$ cat src/source/video_pkg.sv
`default_nettype none

package video_pkg;

    //------------------------------------------------
    // Colour channel widths

    localparam int w_red   = 4;
    localparam int w_green = 4;
    localparam int w_blue  = 4;

    //------------------------------------------------
    // 640x480 at 60 Hz, counted in pixels and lines

    localparam int vga_h_display = 640;  // Visible pixels
    localparam int vga_h_front   = 16;
    localparam int vga_h_sync    = 96;
    localparam int vga_h_back    = 48;

    localparam int vga_v_display = 480;  // Visible lines
    localparam int vga_v_front   = 10;
    localparam int vga_v_sync    = 2;
    localparam int vga_v_back    = 33;

endpackage

`default_nettype wire

$ cat src/source/board_pkg.sv
`default_nettype none

package board_pkg;

    //------------------------------------------------
    // Board I/O widths

    localparam int w_key      = 2;  // Push buttons
    localparam int w_sw       = 3;  // Slide switches
    localparam int w_led      = 8;  // Board LEDs, mirrored on the TM1638
    localparam int w_tm_digit = 8;  // TM1638 digit positions
    localparam int w_seg      = 8;  // Seven segments plus dot

    //------------------------------------------------
    // TM1638 command bytes

    localparam logic [7:0] tm_cmd_data    = 8'h40;  // Write data, auto-increment address
    localparam logic [7:0] tm_cmd_addr    = 8'hc0;  // Start address 0
    localparam logic [7:0] tm_cmd_display = 8'h8f;  // Display on, brightest pulse width

endpackage

`default_nettype wire
$ cat src/source/board_top.sv
`timescale 1ns/1ps
`default_nettype none

module board_top
    import board_pkg::*;
    import video_pkg::*;
#(
    parameter int clk_mhz     = 50,
    parameter int tick_cycles = clk_mhz * 250_000,  // Four ticks per second
    parameter int pix_div     = clk_mhz / 25,       // 25 MHz pixel rate
    parameter int sio_div     = clk_mhz,            // 500 kHz serial clock
    parameter int h_display   = vga_h_display,
    parameter int h_front     = vga_h_front,
    parameter int h_sync      = vga_h_sync,
    parameter int h_back      = vga_h_back,
    parameter int v_display   = vga_v_display,
    parameter int v_front     = vga_v_front,
    parameter int v_sync      = vga_v_sync,
    parameter int v_back      = vga_v_back
)
(
    input  logic             clk,
    input  logic             rst,
    input  logic [w_key-1:0] KEY,
    input  logic [w_sw-1:0]  SW,
    output logic [w_led-1:0] LED,
    output logic             HDMI_TX_CLK,
    output logic             HDMI_TX_DE,
    output logic [23:0]      HDMI_TX_D,
    output logic             HDMI_TX_HS,
    output logic             HDMI_TX_VS,
    output logic             tm_stb,
    output logic             tm_clk,
    output logic             tm_data
);

    localparam int w_x = $clog2(h_display);
    localparam int w_y = $clog2(v_display);

    logic                  tick;
    logic                  pixel_en;
    logic                  display_on;
    logic [w_x-1:0]        x;
    logic [w_y-1:0]        y;
    logic [w_key-1:0]      key;
    logic [w_seg-1:0]      abcdefgh;
    logic [w_seg-1:0]      hgfedcba;  // Segment a in bit 0 for the TM1638
    logic [w_tm_digit-1:0] digit;
    logic [w_red-1:0]      red;
    logic [w_green-1:0]    green;
    logic [w_blue-1:0]     blue;

    //------------------------------------------------
    // Pin glue

    assign key        = ~KEY;  // Buttons pull low
    assign HDMI_TX_DE = display_on;
    assign HDMI_TX_D  = {red,   {(8 - w_red)   {1'b1}},  // Pad each channel to 8 bits
                         green, {(8 - w_green) {1'b1}},
                         blue,  {(8 - w_blue)  {1'b1}}};

    for (genvar i = 0; i < w_seg; i++)
    begin : g_seg_rev
        assign hgfedcba[i] = abcdefgh[w_seg - 1 - i];
    end

    //------------------------------------------------
    // Blocks

    tick_gen #(.tick_cycles (tick_cycles)) i_tick_gen
    (
        .clk  (clk),
        .rst  (rst),
        .tick (tick)
    );

    vga_timing
    #(
        .pix_div   (pix_div),
        .h_display (h_display),
        .h_front   (h_front),
        .h_sync    (h_sync),
        .h_back    (h_back),
        .v_display (v_display),
        .v_front   (v_front),
        .v_sync    (v_sync),
        .v_back    (v_back),
        .w_x       (w_x),
        .w_y       (w_y)
    )
    i_vga_timing
    (
        .clk        (clk),
        .rst        (rst),
        .hs         (HDMI_TX_HS),
        .vs         (HDMI_TX_VS),
        .display_on (display_on),
        .pixel_en   (pixel_en),
        .pixel_clk  (HDMI_TX_CLK),
        .x          (x),
        .y          (y)
    );

    lab_top #(.h_display (h_display), .w_x (w_x), .w_y (w_y)) i_lab_top
    (
        .clk        (clk),
        .rst        (rst),
        .tick       (tick),
        .key        (key),
        .sw         (SW),
        .x          (x),
        .y          (y),
        .display_on (display_on),
        .pixel_en   (pixel_en),
        .led        (LED),
        .abcdefgh   (abcdefgh),
        .digit      (digit),
        .red        (red),
        .green      (green),
        .blue       (blue)
    );

    tm1638_controller #(.sio_div (sio_div)) i_tm1638_controller
    (
        .clk      (clk),
        .rst      (rst),
        .hgfedcba (hgfedcba),
        .digit    (digit),
        .led      (LED),  // Same LEDs on the module
        .sio_stb  (tm_stb),
        .sio_clk  (tm_clk),
        .sio_data (tm_data)
    );

endmodule

`default_nettype wire

$ cat src/source/lab_top.sv
`timescale 1ns/1ps
`default_nettype none

module lab_top
    import board_pkg::*;
    import video_pkg::*;
#(
    parameter int h_display = vga_h_display,
    parameter int w_x       = $clog2(h_display),
    parameter int w_y       = $clog2(vga_v_display)
)
(
    input  logic                  clk,
    input  logic                  rst,
    input  logic                  tick,
    input  logic [w_key-1:0]      key,
    input  logic [w_sw-1:0]       sw,
    input  logic [w_x-1:0]        x,
    input  logic [w_y-1:0]        y,
    input  logic                  display_on,
    input  logic                  pixel_en,
    output logic [w_led-1:0]      led,
    output logic [w_seg-1:0]      abcdefgh,
    output logic [w_tm_digit-1:0] digit,
    output logic [w_red-1:0]      red,
    output logic [w_green-1:0]    green,
    output logic [w_blue-1:0]     blue
);

    localparam int w_scan = $clog2(w_tm_digit);

    logic [15:0]       count;
    logic [w_scan-1:0] scan;       // Digit being driven
    logic              line_wrap;  // Last visible pixel of a line
    logic [3:0]        nibble;

    //------------------------------------------------
    // Counter and LEDs

    always_ff @(posedge clk)
    begin
        if (rst)
        begin
            count <= '0;
            led   <= '0;
        end
        else
        begin
            if (tick && !key[0])
                count <= count + 16'(sw) + 16'd1;  // Key 0 holds
            led <= w_led'(count);
        end
    end

    //------------------------------------------------
    // Digit scan, one digit per displayed line

    assign line_wrap = pixel_en && display_on && (x == w_x'(h_display - 1));

    always_ff @(posedge clk)
    begin
        if (rst)
            scan <= '0;
        else if (line_wrap)
            scan <= scan + 1'b1;
    end

    assign digit  = w_tm_digit'(1) << scan;
    assign nibble = (scan < w_scan'(4)) ? count[4 * scan[1:0] +: 4] : 4'h0;  // High word zero

    always_comb
    begin
        case (nibble)
            4'h0    : abcdefgh = 8'b1111_1100;
            4'h1    : abcdefgh = 8'b0110_0000;
            4'h2    : abcdefgh = 8'b1101_1010;
            4'h3    : abcdefgh = 8'b1111_0010;
            4'h4    : abcdefgh = 8'b0110_0110;
            4'h5    : abcdefgh = 8'b1011_0110;
            4'h6    : abcdefgh = 8'b1011_1110;
            4'h7    : abcdefgh = 8'b1110_0000;
            4'h8    : abcdefgh = 8'b1111_1110;
            4'h9    : abcdefgh = 8'b1111_0110;
            4'ha    : abcdefgh = 8'b1110_1110;
            4'hb    : abcdefgh = 8'b0011_1110;
            4'hc    : abcdefgh = 8'b1001_1100;
            4'hd    : abcdefgh = 8'b0111_1010;
            4'he    : abcdefgh = 8'b1001_1110;
            default : abcdefgh = 8'b1000_1110;
        endcase
    end

    // Colour pattern, black outside the visible area
    assign red   = display_on ? w_red'(x)       : '0;
    assign green = display_on ? w_green'(y)     : '0;
    assign blue  = display_on ? w_blue'(count)  : '0;

endmodule

`default_nettype wire

$ cat src/source/tm1638_controller.sv
`timescale 1ns/1ps
`default_nettype none

module tm1638_controller
    import board_pkg::*;
#(
    parameter int sio_div = 25
)
(
    input  logic                  clk,
    input  logic                  rst,
    input  logic [w_seg-1:0]      hgfedcba,
    input  logic [w_tm_digit-1:0] digit,
    input  logic [w_led-1:0]      led,
    output logic                  sio_stb,
    output logic                  sio_clk,
    output logic                  sio_data
);

    localparam int w_div  = $clog2(sio_div + 1);
    localparam int w_byte = $clog2(2 * w_tm_digit);  // Segment and LED byte per digit

    typedef enum logic [2:0] {s_cmd, s_addr, s_data, s_disp, s_gap} state_t;

    state_t            state;
    state_t            next_st;  // Group that follows the gap
    logic [w_div-1:0]  div_cnt;
    logic              half;     // One strobe per sio_clk half period
    logic [3:0]        step;     // Bit index and clock phase within a byte
    logic [1:0]        gap_cnt;
    logic [w_byte-1:0] byte_cnt;
    logic [7:0]        cur_byte;

    logic [w_seg-1:0]  seg_live  [w_tm_digit];  // Follows the digit scan
    logic [w_seg-1:0]  seg_frame [w_tm_digit];  // Snapshot sent in one frame
    logic [w_led-1:0]  led_frame;

    //------------------------------------------------
    // Digit capture from the dynamic scan

    always_ff @(posedge clk)
    begin
        if (rst)
            seg_live <= '{default: '0};
        else
            for (int i = 0; i < w_tm_digit; i++)
                if (digit[i])
                    seg_live[i] <= hgfedcba;
    end

    //------------------------------------------------
    // Half period divider and byte source

    assign half = (div_cnt == w_div'(sio_div - 1));

    always_ff @(posedge clk)
    begin
        if (rst || half)
            div_cnt <= '0;
        else
            div_cnt <= div_cnt + 1'b1;
    end

    always_comb
    begin
        case (state)
            s_cmd   : cur_byte = tm_cmd_data;
            s_addr  : cur_byte = tm_cmd_addr;
            s_data  : cur_byte = byte_cnt[0] ? {7'b0, led_frame[byte_cnt[w_byte-1:1]]}
                                             : 8'(seg_frame[byte_cnt[w_byte-1:1]]);
            default : cur_byte = tm_cmd_display;
        endcase
    end

    //------------------------------------------------
    // Frame FSM

    always_ff @(posedge clk)
    begin
        if (rst)
        begin
            state     <= s_gap;
            next_st   <= s_cmd;
            step      <= '0;
            gap_cnt   <= '0;
            byte_cnt  <= '0;
            sio_stb   <= 1'b1;
            sio_clk   <= 1'b1;
            sio_data  <= 1'b0;
            seg_frame <= '{default: '0};
            led_frame <= '0;
        end
        else
        begin
            if (!sio_clk)
                sio_data <= cur_byte[step[3:1]];  // Settles one clock after the fall, LSB first

            if (half)
            begin
                if (state == s_gap)
                begin
                    gap_cnt <= gap_cnt + 1'b1;  // Wraps to zero for the next gap
                    if (gap_cnt == 2'd0)
                        sio_stb <= 1'b1;  // Clock is already high here
                    if (gap_cnt == 2'd3)
                    begin
                        sio_stb <= 1'b0;
                        state   <= next_st;
                        if (next_st == s_cmd)
                        begin
                            seg_frame <= seg_live;  // Frame start snapshot
                            led_frame <= led;
                        end
                    end
                end
                else
                begin
                    step    <= step + 1'b1;
                    sio_clk <= step[0];  // Low on even steps, rising on odd
                    if (step == 4'd15)
                    begin
                        case (state)
                            s_cmd :
                            begin
                                state   <= s_gap;
                                next_st <= s_addr;
                            end
                            s_addr :
                            begin
                                state    <= s_data;  // Strobe stays low into the payload
                                byte_cnt <= '0;
                            end
                            s_data :
                            begin
                                byte_cnt <= byte_cnt + 1'b1;
                                if (byte_cnt == w_byte'(2 * w_tm_digit - 1))
                                begin
                                    state   <= s_gap;
                                    next_st <= s_disp;
                                end
                            end
                            default :
                            begin
                                state   <= s_gap;  // Display command closes the frame
                                next_st <= s_cmd;
                            end
                        endcase
                    end
                end
            end
        end
    end

    // Group ends only after the last rising clock edge
    a_stb_rise : assert property (@(posedge clk) disable iff (rst) $rose(sio_stb) |-> sio_clk);

endmodule

`default_nettype wire

$ cat src/source/vga_timing.sv
`timescale 1ns/1ps
`default_nettype none

module vga_timing
    import video_pkg::*;
#(
    parameter int pix_div   = 2,
    parameter int h_display = vga_h_display,
    parameter int h_front   = vga_h_front,
    parameter int h_sync    = vga_h_sync,
    parameter int h_back    = vga_h_back,
    parameter int v_display = vga_v_display,
    parameter int v_front   = vga_v_front,
    parameter int v_sync    = vga_v_sync,
    parameter int v_back    = vga_v_back,
    parameter int w_x       = $clog2(h_display),
    parameter int w_y       = $clog2(v_display)
)
(
    input  logic           clk,
    input  logic           rst,
    output logic           hs,
    output logic           vs,
    output logic           display_on,
    output logic           pixel_en,
    output logic           pixel_clk,
    output logic [w_x-1:0] x,
    output logic [w_y-1:0] y
);

    localparam int h_total   = h_display + h_front + h_sync + h_back;
    localparam int v_total   = v_display + v_front + v_sync + v_back;
    localparam int h_sync_lo = h_display + h_front;  // First pixel of the hs pulse
    localparam int v_sync_lo = v_display + v_front;  // First line of the vs pulse
    localparam int w_h       = $clog2(h_total);
    localparam int w_v       = $clog2(v_total);
    localparam int w_pix     = $clog2(pix_div + 1);

    logic [w_pix-1:0] pix_cnt;  // Clocks within the current pixel
    logic [w_h-1:0]   h_cnt;    // Pixel within the line
    logic [w_v-1:0]   v_cnt;    // Line within the frame

    assign pixel_en = (pix_cnt == w_pix'(pix_div - 1));  // Last clock of a pixel

    //------------------------------------------------
    // Pixel divider and raster counters

    always_ff @(posedge clk)
    begin
        if (rst)
        begin
            pix_cnt <= '0;
            h_cnt   <= '0;
            v_cnt   <= '0;
        end
        else if (pixel_en)
        begin
            pix_cnt <= '0;
            if (h_cnt == w_h'(h_total - 1))
            begin
                h_cnt <= '0;  // Line wrap
                if (v_cnt == w_v'(v_total - 1))
                    v_cnt <= '0;  // Frame wrap
                else
                    v_cnt <= v_cnt + 1'b1;
            end
            else
            begin
                h_cnt <= h_cnt + 1'b1;
            end
        end
        else
        begin
            pix_cnt <= pix_cnt + 1'b1;
        end
    end

    //------------------------------------------------
    // Registered sync, enable and position

    always_ff @(posedge clk)
    begin
        if (rst)
        begin
            hs         <= 1'b1;
            vs         <= 1'b1;
            display_on <= 1'b0;
            pixel_clk  <= 1'b0;
        end
        else
        begin
            hs         <= !(h_cnt >= h_sync_lo && h_cnt < h_sync_lo + h_sync);
            vs         <= !(v_cnt >= v_sync_lo && v_cnt < v_sync_lo + v_sync);
            display_on <= (h_cnt < h_display) && (v_cnt < v_display);
            pixel_clk  <= (pix_cnt < w_pix'(pix_div / 2));  // High in first half of pixel
        end
    end

    always_ff @(posedge clk)
    begin
        x <= w_x'(h_cnt);  // Same stage as display_on
        y <= w_y'(v_cnt);
    end

    // Position stays inside the visible area
    a_x_visible : assert property (@(posedge clk) disable iff (rst)
        display_on |-> (x < h_display) && (y < v_display));

endmodule

`default_nettype wire

$ cat src/source/tick_gen.sv
`timescale 1ns/1ps
`default_nettype none

module tick_gen
#(
    parameter int tick_cycles = 50
)
(
    input  logic clk,
    input  logic rst,
    output logic tick
);

    localparam int w_cnt = $clog2(tick_cycles + 1);

    logic [w_cnt-1:0] cnt;  // Clocks left until the next tick

    always_ff @(posedge clk)
    begin
        if (rst)
        begin
            cnt  <= w_cnt'(tick_cycles - 1);
            tick <= 1'b0;
        end
        else if (cnt == '0)
        begin
            cnt  <= w_cnt'(tick_cycles - 1);  // Reload on expiry
            tick <= 1'b1;
        end
        else
        begin
            cnt  <= cnt - 1'b1;
            tick <= 1'b0;
        end
    end

    // Single-cycle strobe
    a_tick_single : assert property (@(posedge clk) disable iff (rst) tick |=> !tick);

endmodule

`default_nettype wire

$ cat config.mk
export PLATFORM = sky130hd
export DESIGN_NAME = board_top
export DESIGN_NICKNAME = d
export VERILOG_FILES = /design/src/source/video_pkg.sv /design/src/source/board_pkg.sv /design/src/source/board_top.sv /design/src/source/lab_top.sv /design/src/source/tm1638_controller.sv /design/src/source/vga_timing.sv /design/src/source/tick_gen.sv
export SDC_FILE = /design/constraint.sdc
export NUM_CORES = 1
export LEC_CHECK = 0
export ABC_AREA = 1
export BUFFER_PORTS_ARGS = -buffer_cell sky130_fd_sc_hd__buf_2
export CORE_MARGIN = 5
export CORE_UTILIZATION = 50
export CTS_CLUSTER_SIZE = 8
export DETAILED_ROUTE_END_ITERATION = 6
export HOLD_SLACK_MARGIN = 0.08
export PLACE_DENSITY = 0.67
export SYNTH_ARGS = -nofsm -noshare
export SYNTH_HDL_FRONTEND = slang
export SYNTH_SLANG_ARGS = --single-unit
$ cat constraint.sdc
create_clock -name clk -period 4.1 [get_ports clk]
set_input_delay 0.205 -clock clk [delete_from_list [all_inputs] [get_ports clk]]
set_output_delay 0.205 -clock clk [all_outputs]
set_load 0.03 [all_outputs]
After elaboration in Yosys (flattened, before gate mapping) --
Memories as Yosys holds them, arrays and structs flattened. Cells that the tools add are included.
Storage, ports and cells: register bits after elaboration 253, bits in read-only memories 112, input bits 7, output and inout port bits 39, word-level logic and storage cells 136, memories kept 1
Memories:
- (no name shown) | words 16, width 7, rd ports 1, clocked after memory_dff 0, write ports 0, line lab_top.sv:73 | case (nibble)
Cells by class: add/subtract/negate cells 11, order comparisons 11, eq/ne operators 14, shift operators 2, mux-type cells 26, bitwise logic cells 4, reduce and logical (&&, ||, !) cells 27
Operator list (number):
- 10-bit equality test, second input constant | 3
- 8-bit binary-select mux with 3-bit select | 1
- 24-bit logical NOT | 1
- 8-bit 2-to-1 mux | 3
- 8-bit case mux with 3 select lines | 1
- 24-bit by 1-bit subtractor with 24-bit output, second input constant | 1
- 10-bit by 1-bit adder with 10-bit output, second input constant | 2
- 10-bit less-than comparator, second input constant | 2
- 10-bit by 9-bit less-than comparator with 1-bit output, second input constant | 2
- 10-bit 2-to-1 mux | 2
- 16-bit by 1-bit adder with 16-bit output, second input constant | 1
- 16-bit by 3-bit adder with 16-bit output | 1
- 4-bit 2-to-1 mux | 4
- 16-bit by 5-bit variable part select with 4-bit output | 1
- 3-bit 2-to-1 mux | 5
- 4-bit AND reduction | 3
- 10-bit greater-or-equal comparator, second input constant | 1
- 10-bit by 9-bit greater-or-equal comparator with 1-bit output, second input constant | 1
- 3-bit case mux with 3 select lines | 1
- 4-bit by 1-bit adder with 4-bit output, second input constant | 2
- 4-bit equality test, second input constant | 2
- 3-bit by 4-bit less-than comparator with 1-bit output, second input constant | 2
- 4-bit case mux with 2 select lines | 1
- 1-bit by 3-bit << shifter with 8-bit output, first input constant | 1
- other kinds (30) | 51

Longest topological paths before layout --
word-level depth 8, depth in mapped cells 15, depth with buffers taken out 15

By module --
From an unflattened synthesis, not the netlist that was laid out.
Unflattened totals: cell total of the unflattened synthesis 1634, area total of the unflattened synthesis 11783.8 µm²
By module, submodules not included:
- tm1638_controller | instances 1, cells each 920, area each 6596.3 µm², sequential area each 3203.1 µm²
- lab_top | instances 1, cells each 290, area each 1981.9 µm², sequential area each 540.5 µm²
- vga_timing | instances 1, cells each 221, area each 1752.9 µm², sequential area each 900.9 µm²
- tick_gen | instances 1, cells each 188, area each 1351.3 µm², sequential area each 500.5 µm²
- board_top | instances 1, cells each 15, area each 101.3 µm², sequential area each 0.0 µm²

Worst setup path after synthesis --
No wires, ideal clock.
path kind register to register, start point register i_lab_top.count[0], end point register i_lab_top.count[14], library setup time 115 ps, data arrival time 1815 ps, data required time 3985 ps, path slack 2170 ps, stages on the path, launching flop included 16, path buffers 0, period minus slack after synthesis 1930 ps, cell sequence dfxtp_1 > inv_1 > ha_1 > inv_1 > fa_1 > nand2_1 > nand2_1 > nand3_1 > nor3_2 > inv_2 > nor2_2 > nand4_1 > nor2_1 > nand2_1 > o21ai_1 > nor2_1
Between the ends: cells in the longest elaborated chain, start to end 2
RTL lines:
- start: declaration | line lab_top.sv:32 | logic [15:0] count;
- start signal: assignment | line lab_top.sv:50 | count <= count + 16'(sw) + 16'd1;
- 16-bit by 3-bit adder with 16-bit output | line lab_top.sv:50
- 16-bit by 1-bit adder with 16-bit output | line lab_top.sv:50
Every way passes these cells. A chain may end at the register's enable or synchronous reset.

Final worst setup path --
start point register i_lab_top.scan[0], end point register i_tm1638_controller.seg_live[3] in the netlist's numbering
Between the ends: cells in the longest elaborated chain, start to end 3, elaborated cells on any way between the ends 5, those cells by class order compare: 1; shift: 2; mux: 1; memory: 1
RTL lines:
- start: declaration | line lab_top.sv:33 | logic [w_scan-1:0] scan;
- start signal: assignment | line lab_top.sv:65 | scan <= scan + 1'b1;
- 16-bit by 5-bit variable part select with 4-bit output / 3-bit less-than comparator (equally long branches) | line lab_top.sv:69 | assign nibble = (scan < w_scan'(4)) ? count[4 * scan[1:0] +: 4] : 4'h0;
- 4-bit 2-to-1 mux | line lab_top.sv:69
- memory 16 x 7 bit
- end signal: indexed assignment | line tm1638_controller.sv:48 | seg_live[i] <= hgfedcba;
- end: declaration | line tm1638_controller.sv:34 | logic [w_seg-1:0] seg_live [w_tm_digit];
Parallel ways exist; a longest one is shown, timed or not.

==> flow_summary.toml <==
[critical_path]
cp.arrival_ns = 2.90
worstPathCellList = "inv_1 > nor2_1 > o21ai_0 > nand2_1 > inv_1 > ha_1 > o21ai_1 > o21ai_1 > a21oi_1"
critPathMaxFanout = 14
crit_path_max_incr_delay_ns = 0.59
cp_top_family = "compound AO/OA/AOI/OAI gates"
cpMaxStageDelayCell = "dfxtp_1"
cp-start-kind = "register"
worstPathRequired_ns = 4.45
critPathBufInv = 2
worstSetupPathType = "reg -> reg"
crit_path_end_kind = "register"

[placement]
io_buffers = 32
place.gp.congestion = 0.822
dpl.hpwl_mm = 15.2
postPlaceCellArea_um2 = 10700
dp_cells = 1657

[worst_hold_path]
hold_path.class = "in -> reg"

[cts]
cts_tree = "yes"
clockRootBuffer = "clkbuf_16"
clk_pin_slew_ns = 0.05
numCtsBuffers = 35
clk_path_buf_depth = 3
clock_latency_ns = 0.49
clock_sinks = 236
htreeDepth = 2
cts_setup_buffers = 0

[sta]
slew_headroom_pct = 33.6
hold_viol_final = 0
tns_ns = 0
skew_ns = 0.00977
setup_viol_count_final = 0
tightest_slew_ns = 0.996
rsz0062_at_grt = "no"
fmax_mhz = 391
finalCriticalPeriod_ns = 2.56
maxSlewViolCount = 0
finalCritPeriodShare_pct = 62.4
timing.hold.ws_ns = 0.234

[run_status]
status = "complete, no violations"

[grt]
grt_util_all_layers_pct = 19.9
grt_max_degree = 90
grt_pass1_vias = 8236
grt_pass1_wl_mm = 40.1
overflow = 0
antenna_found_initial = 1

[floorplanning]
die_h_um = 154
rows = 52
start_util_pct = 51.1
core-area_um2 = 20300
dieArea_um2 = 23700
die_w_um = 154
io-pin-count = 46

[pwr]
p_seq_share_pct = 46.5
pwr-share-clk_pct = 51.1
peakVddDrop_mv = 0.254
p_switching_mw = 1.04
p_int_mw = 3.98
pwr-share-comb_pct = 2.4
sw_frac_of_total_pct = 20.7
p_per_area_nw_per_um2 = 431
p_leak_nw = 4.80

[logic_synthesis]
syn_area_um2 = 10400
synth-seq-cells = 236
synth_edf_count = 0
async_reset_ff_share_pct = 0
yosysWarnings = 0
ys_types = 50
ys_seq_area_share_pct = 45.6
syn-instance-count = 1403
avgSynthCellArea_um2 = 7.39
ys.flop_type = "dfxtp_1"

[detailed_routing]
via_count = 8676
drt_pass1_iterations = 5
antenna_left = 0
drc = 0
routed_wl_mm = 23.6
avgRoutedWirePerCell_um = 13.9
drtIter0Drc = 521
viasPerCell = 5.11

[final_layout]
seq_area_um2 = 4720
area_growth_pct = 12.3
multi_input_area_um2 = 4720
fill_cells = 1946
drive_gt1_share_pct = 9.24
fin_cells = 1698
final_area_um2 = 11600
nets = 1463
antenna-diode-count = 0

[flow_run]
cap_violations = 0
Yosys cell counts, types with 2 or more instances:
master / number / area (µm²)
a211oi_1: 2 / 15.0
a21oi_1: 117 / 586
a31oi_1: 6 / 37.5
buf_1: 4 / 15.0
buf_2: 10 / 50.1
buf_4: 14 / 105
clkbuf_1: 37 / 139
clkinv_1: 4 / 15.0
dfxtp_1: 236 / 4720
ha_1: 28 / 350
inv_1: 152 / 571
inv_2: 16 / 60.1
nand2_1: 245 / 920
nand2_2: 5 / 31.3
nand3_1: 118 / 591
nand4_1: 14 / 87.6
nor2_1: 178 / 668
nor2_2: 6 / 37.5
nor2_4: 3 / 33.8
nor3_1: 17 / 85.1
nor3_2: 3 / 30.0
nor3b_1: 5 / 37.5
nor4_1: 4 / 25.0
o211ai_1: 15 / 113
o21a_1: 2 / 15.0
o21ai_0: 91 / 455
o21ai_1: 14 / 70.1
o21ai_2: 9 / 78.8
o31ai_1: 3 / 22.5
or2_1: 2 / 12.5
or2_2: 5 / 31.3
xnor2_1: 6 / 52.6
xor2_1: 15 / 131
per-layer routing:
metal	share of wire (%)	up-vias	track usage, %
met4	2.4	0	6.18
met1	48	3921	27.3
met5	0	-	0
li1	-	4563	-
met3	4.0	44	3.09
met2	46	148	32.5
layout make-up:
class	count	share of cell area, %
clock buffer	37	7.95
multi-input combinational	939	40.5
inverter	173	5.60
tap	270	2.90
clock inverter	1	0.258
sequential	236	40.6
timing repair buffer	42	2.21
tightest hold or removal path, delay by kind of cell:
kind                     cells  cell delay [ns]
AO/OA/AOI/OAI                1             0.06
XOR/XNOR                     1             0.13
adder cells (fa/ha/maj)      1             0.19
buffers and inverters        1             0.08
kinds of logic (layout without fill, tap and decap cells):
| group | Yosys count | in the layout | share of synthesized area (%) |
|---|---|---|---|
| AND/OR/NAND/NOR | 611 | 611 | 25.6 |
| other | 1 | 12 | 0.0362 |
| buffers and inverters | 239 | 253 | 9.38 |
| AO/OA/AOI/OAI | 266 | 266 | 14.0 |
| flip-flops | 236 | 236 | 45.6 |
| adder cells (fa/ha/maj) | 29 | 29 | 3.57 |
| XOR/XNOR | 21 | 21 | 1.77 |
per-stage QoR:
| stage | setup slack [ns] | power [mW] | util, % |
|---|---|---|---|
| floorplan | 2.17 | 2.48 | - |
| global placement | 1.63 | 2.50 | 52.5 |
| detailed placement | 1.56 | 2.50 | 52.5 |
| CTS | 1.55 | 5.09 | 57.4 |
| global route | 1.27 | 5.21 | 57.4 |
| finish | 1.54 | 5.02 | 57.4 |
power groups by stage:
stage                     Clock, mW  Combinational [mW]  Sequential (mW)
after CTS                      2.63               0.123             2.33
after global routing           2.74               0.139             2.33
final                          2.57               0.122             2.33
after floorplan                   0               0.100             2.38
after global placement            0               0.119             2.38
after detailed placement          0               0.120             2.38
registers in the layout, summed over array words and instances (netlist names), 2 cells and up:
signal                         cells
i_tm1638_controller.div_cnt        6
i_tm1638_controller.state          3
i_lab_top.count                   16
i_tm1638_controller.next_st        2
i_vga_timing.v_cnt                10
i_tm1638_controller.seg_live      56
i_tick_gen.cnt                    24
i_lab_top.led                      8
i_tm1638_controller.led_frame      8
i_vga_timing.y                     4
i_tm1638_controller.byte_cnt       4
i_vga_timing.h_cnt                10
i_vga_timing.pix_cnt               2
i_tm1638_controller.step           4
i_tm1638_controller.seg_frame     56
i_tm1638_controller.gap_cnt        2
i_lab_top.scan                     3
i_vga_timing.x                    10
layout by cell type (no fill, tap or decap), drive strengths merged, types with 28 or more instances in the layout:
cell type / netlist / final
a21oi: 117 / 117
buf: 29 / 39
clkbuf: 37 / 37
dfxtp: 236 / 236
ha: 28 / 28
inv: 169 / 169
nand2: 251 / 251
nand3: 119 / 119
nor2: 188 / 188
o21ai: 114 / 114
final timing paths:
kind | slack [ns] | startpoint | cells after the start | endpoint
min reg2reg | 0.37 | i_vga_timing.h_cnt[8]$_SDFFE_PP0P_ | 0 | i_vga_timing.x[8]$_DFF_P_
max reg2reg | 1.54 | i_lab_top.scan[0]$_SDFFE_PP0P_ | 9 | i_tm1638_controller.seg_live[3]$_SDFFE_PP0P_
min | 0.23 | SW[2] | 4 | i_lab_top.count[2]$_SDFFE_PP0P_
max | 1.54 | i_lab_top.scan[0]$_SDFFE_PP0P_ | 9 | i_tm1638_controller.seg_live[3]$_SDFFE_PP0P_
repair_timing:
action	CTS	global route
gates resized for setup	0	0
hold buffers	3	0
endpoints found under the hold margin	16	0
(Power assumes the default switching activity.)
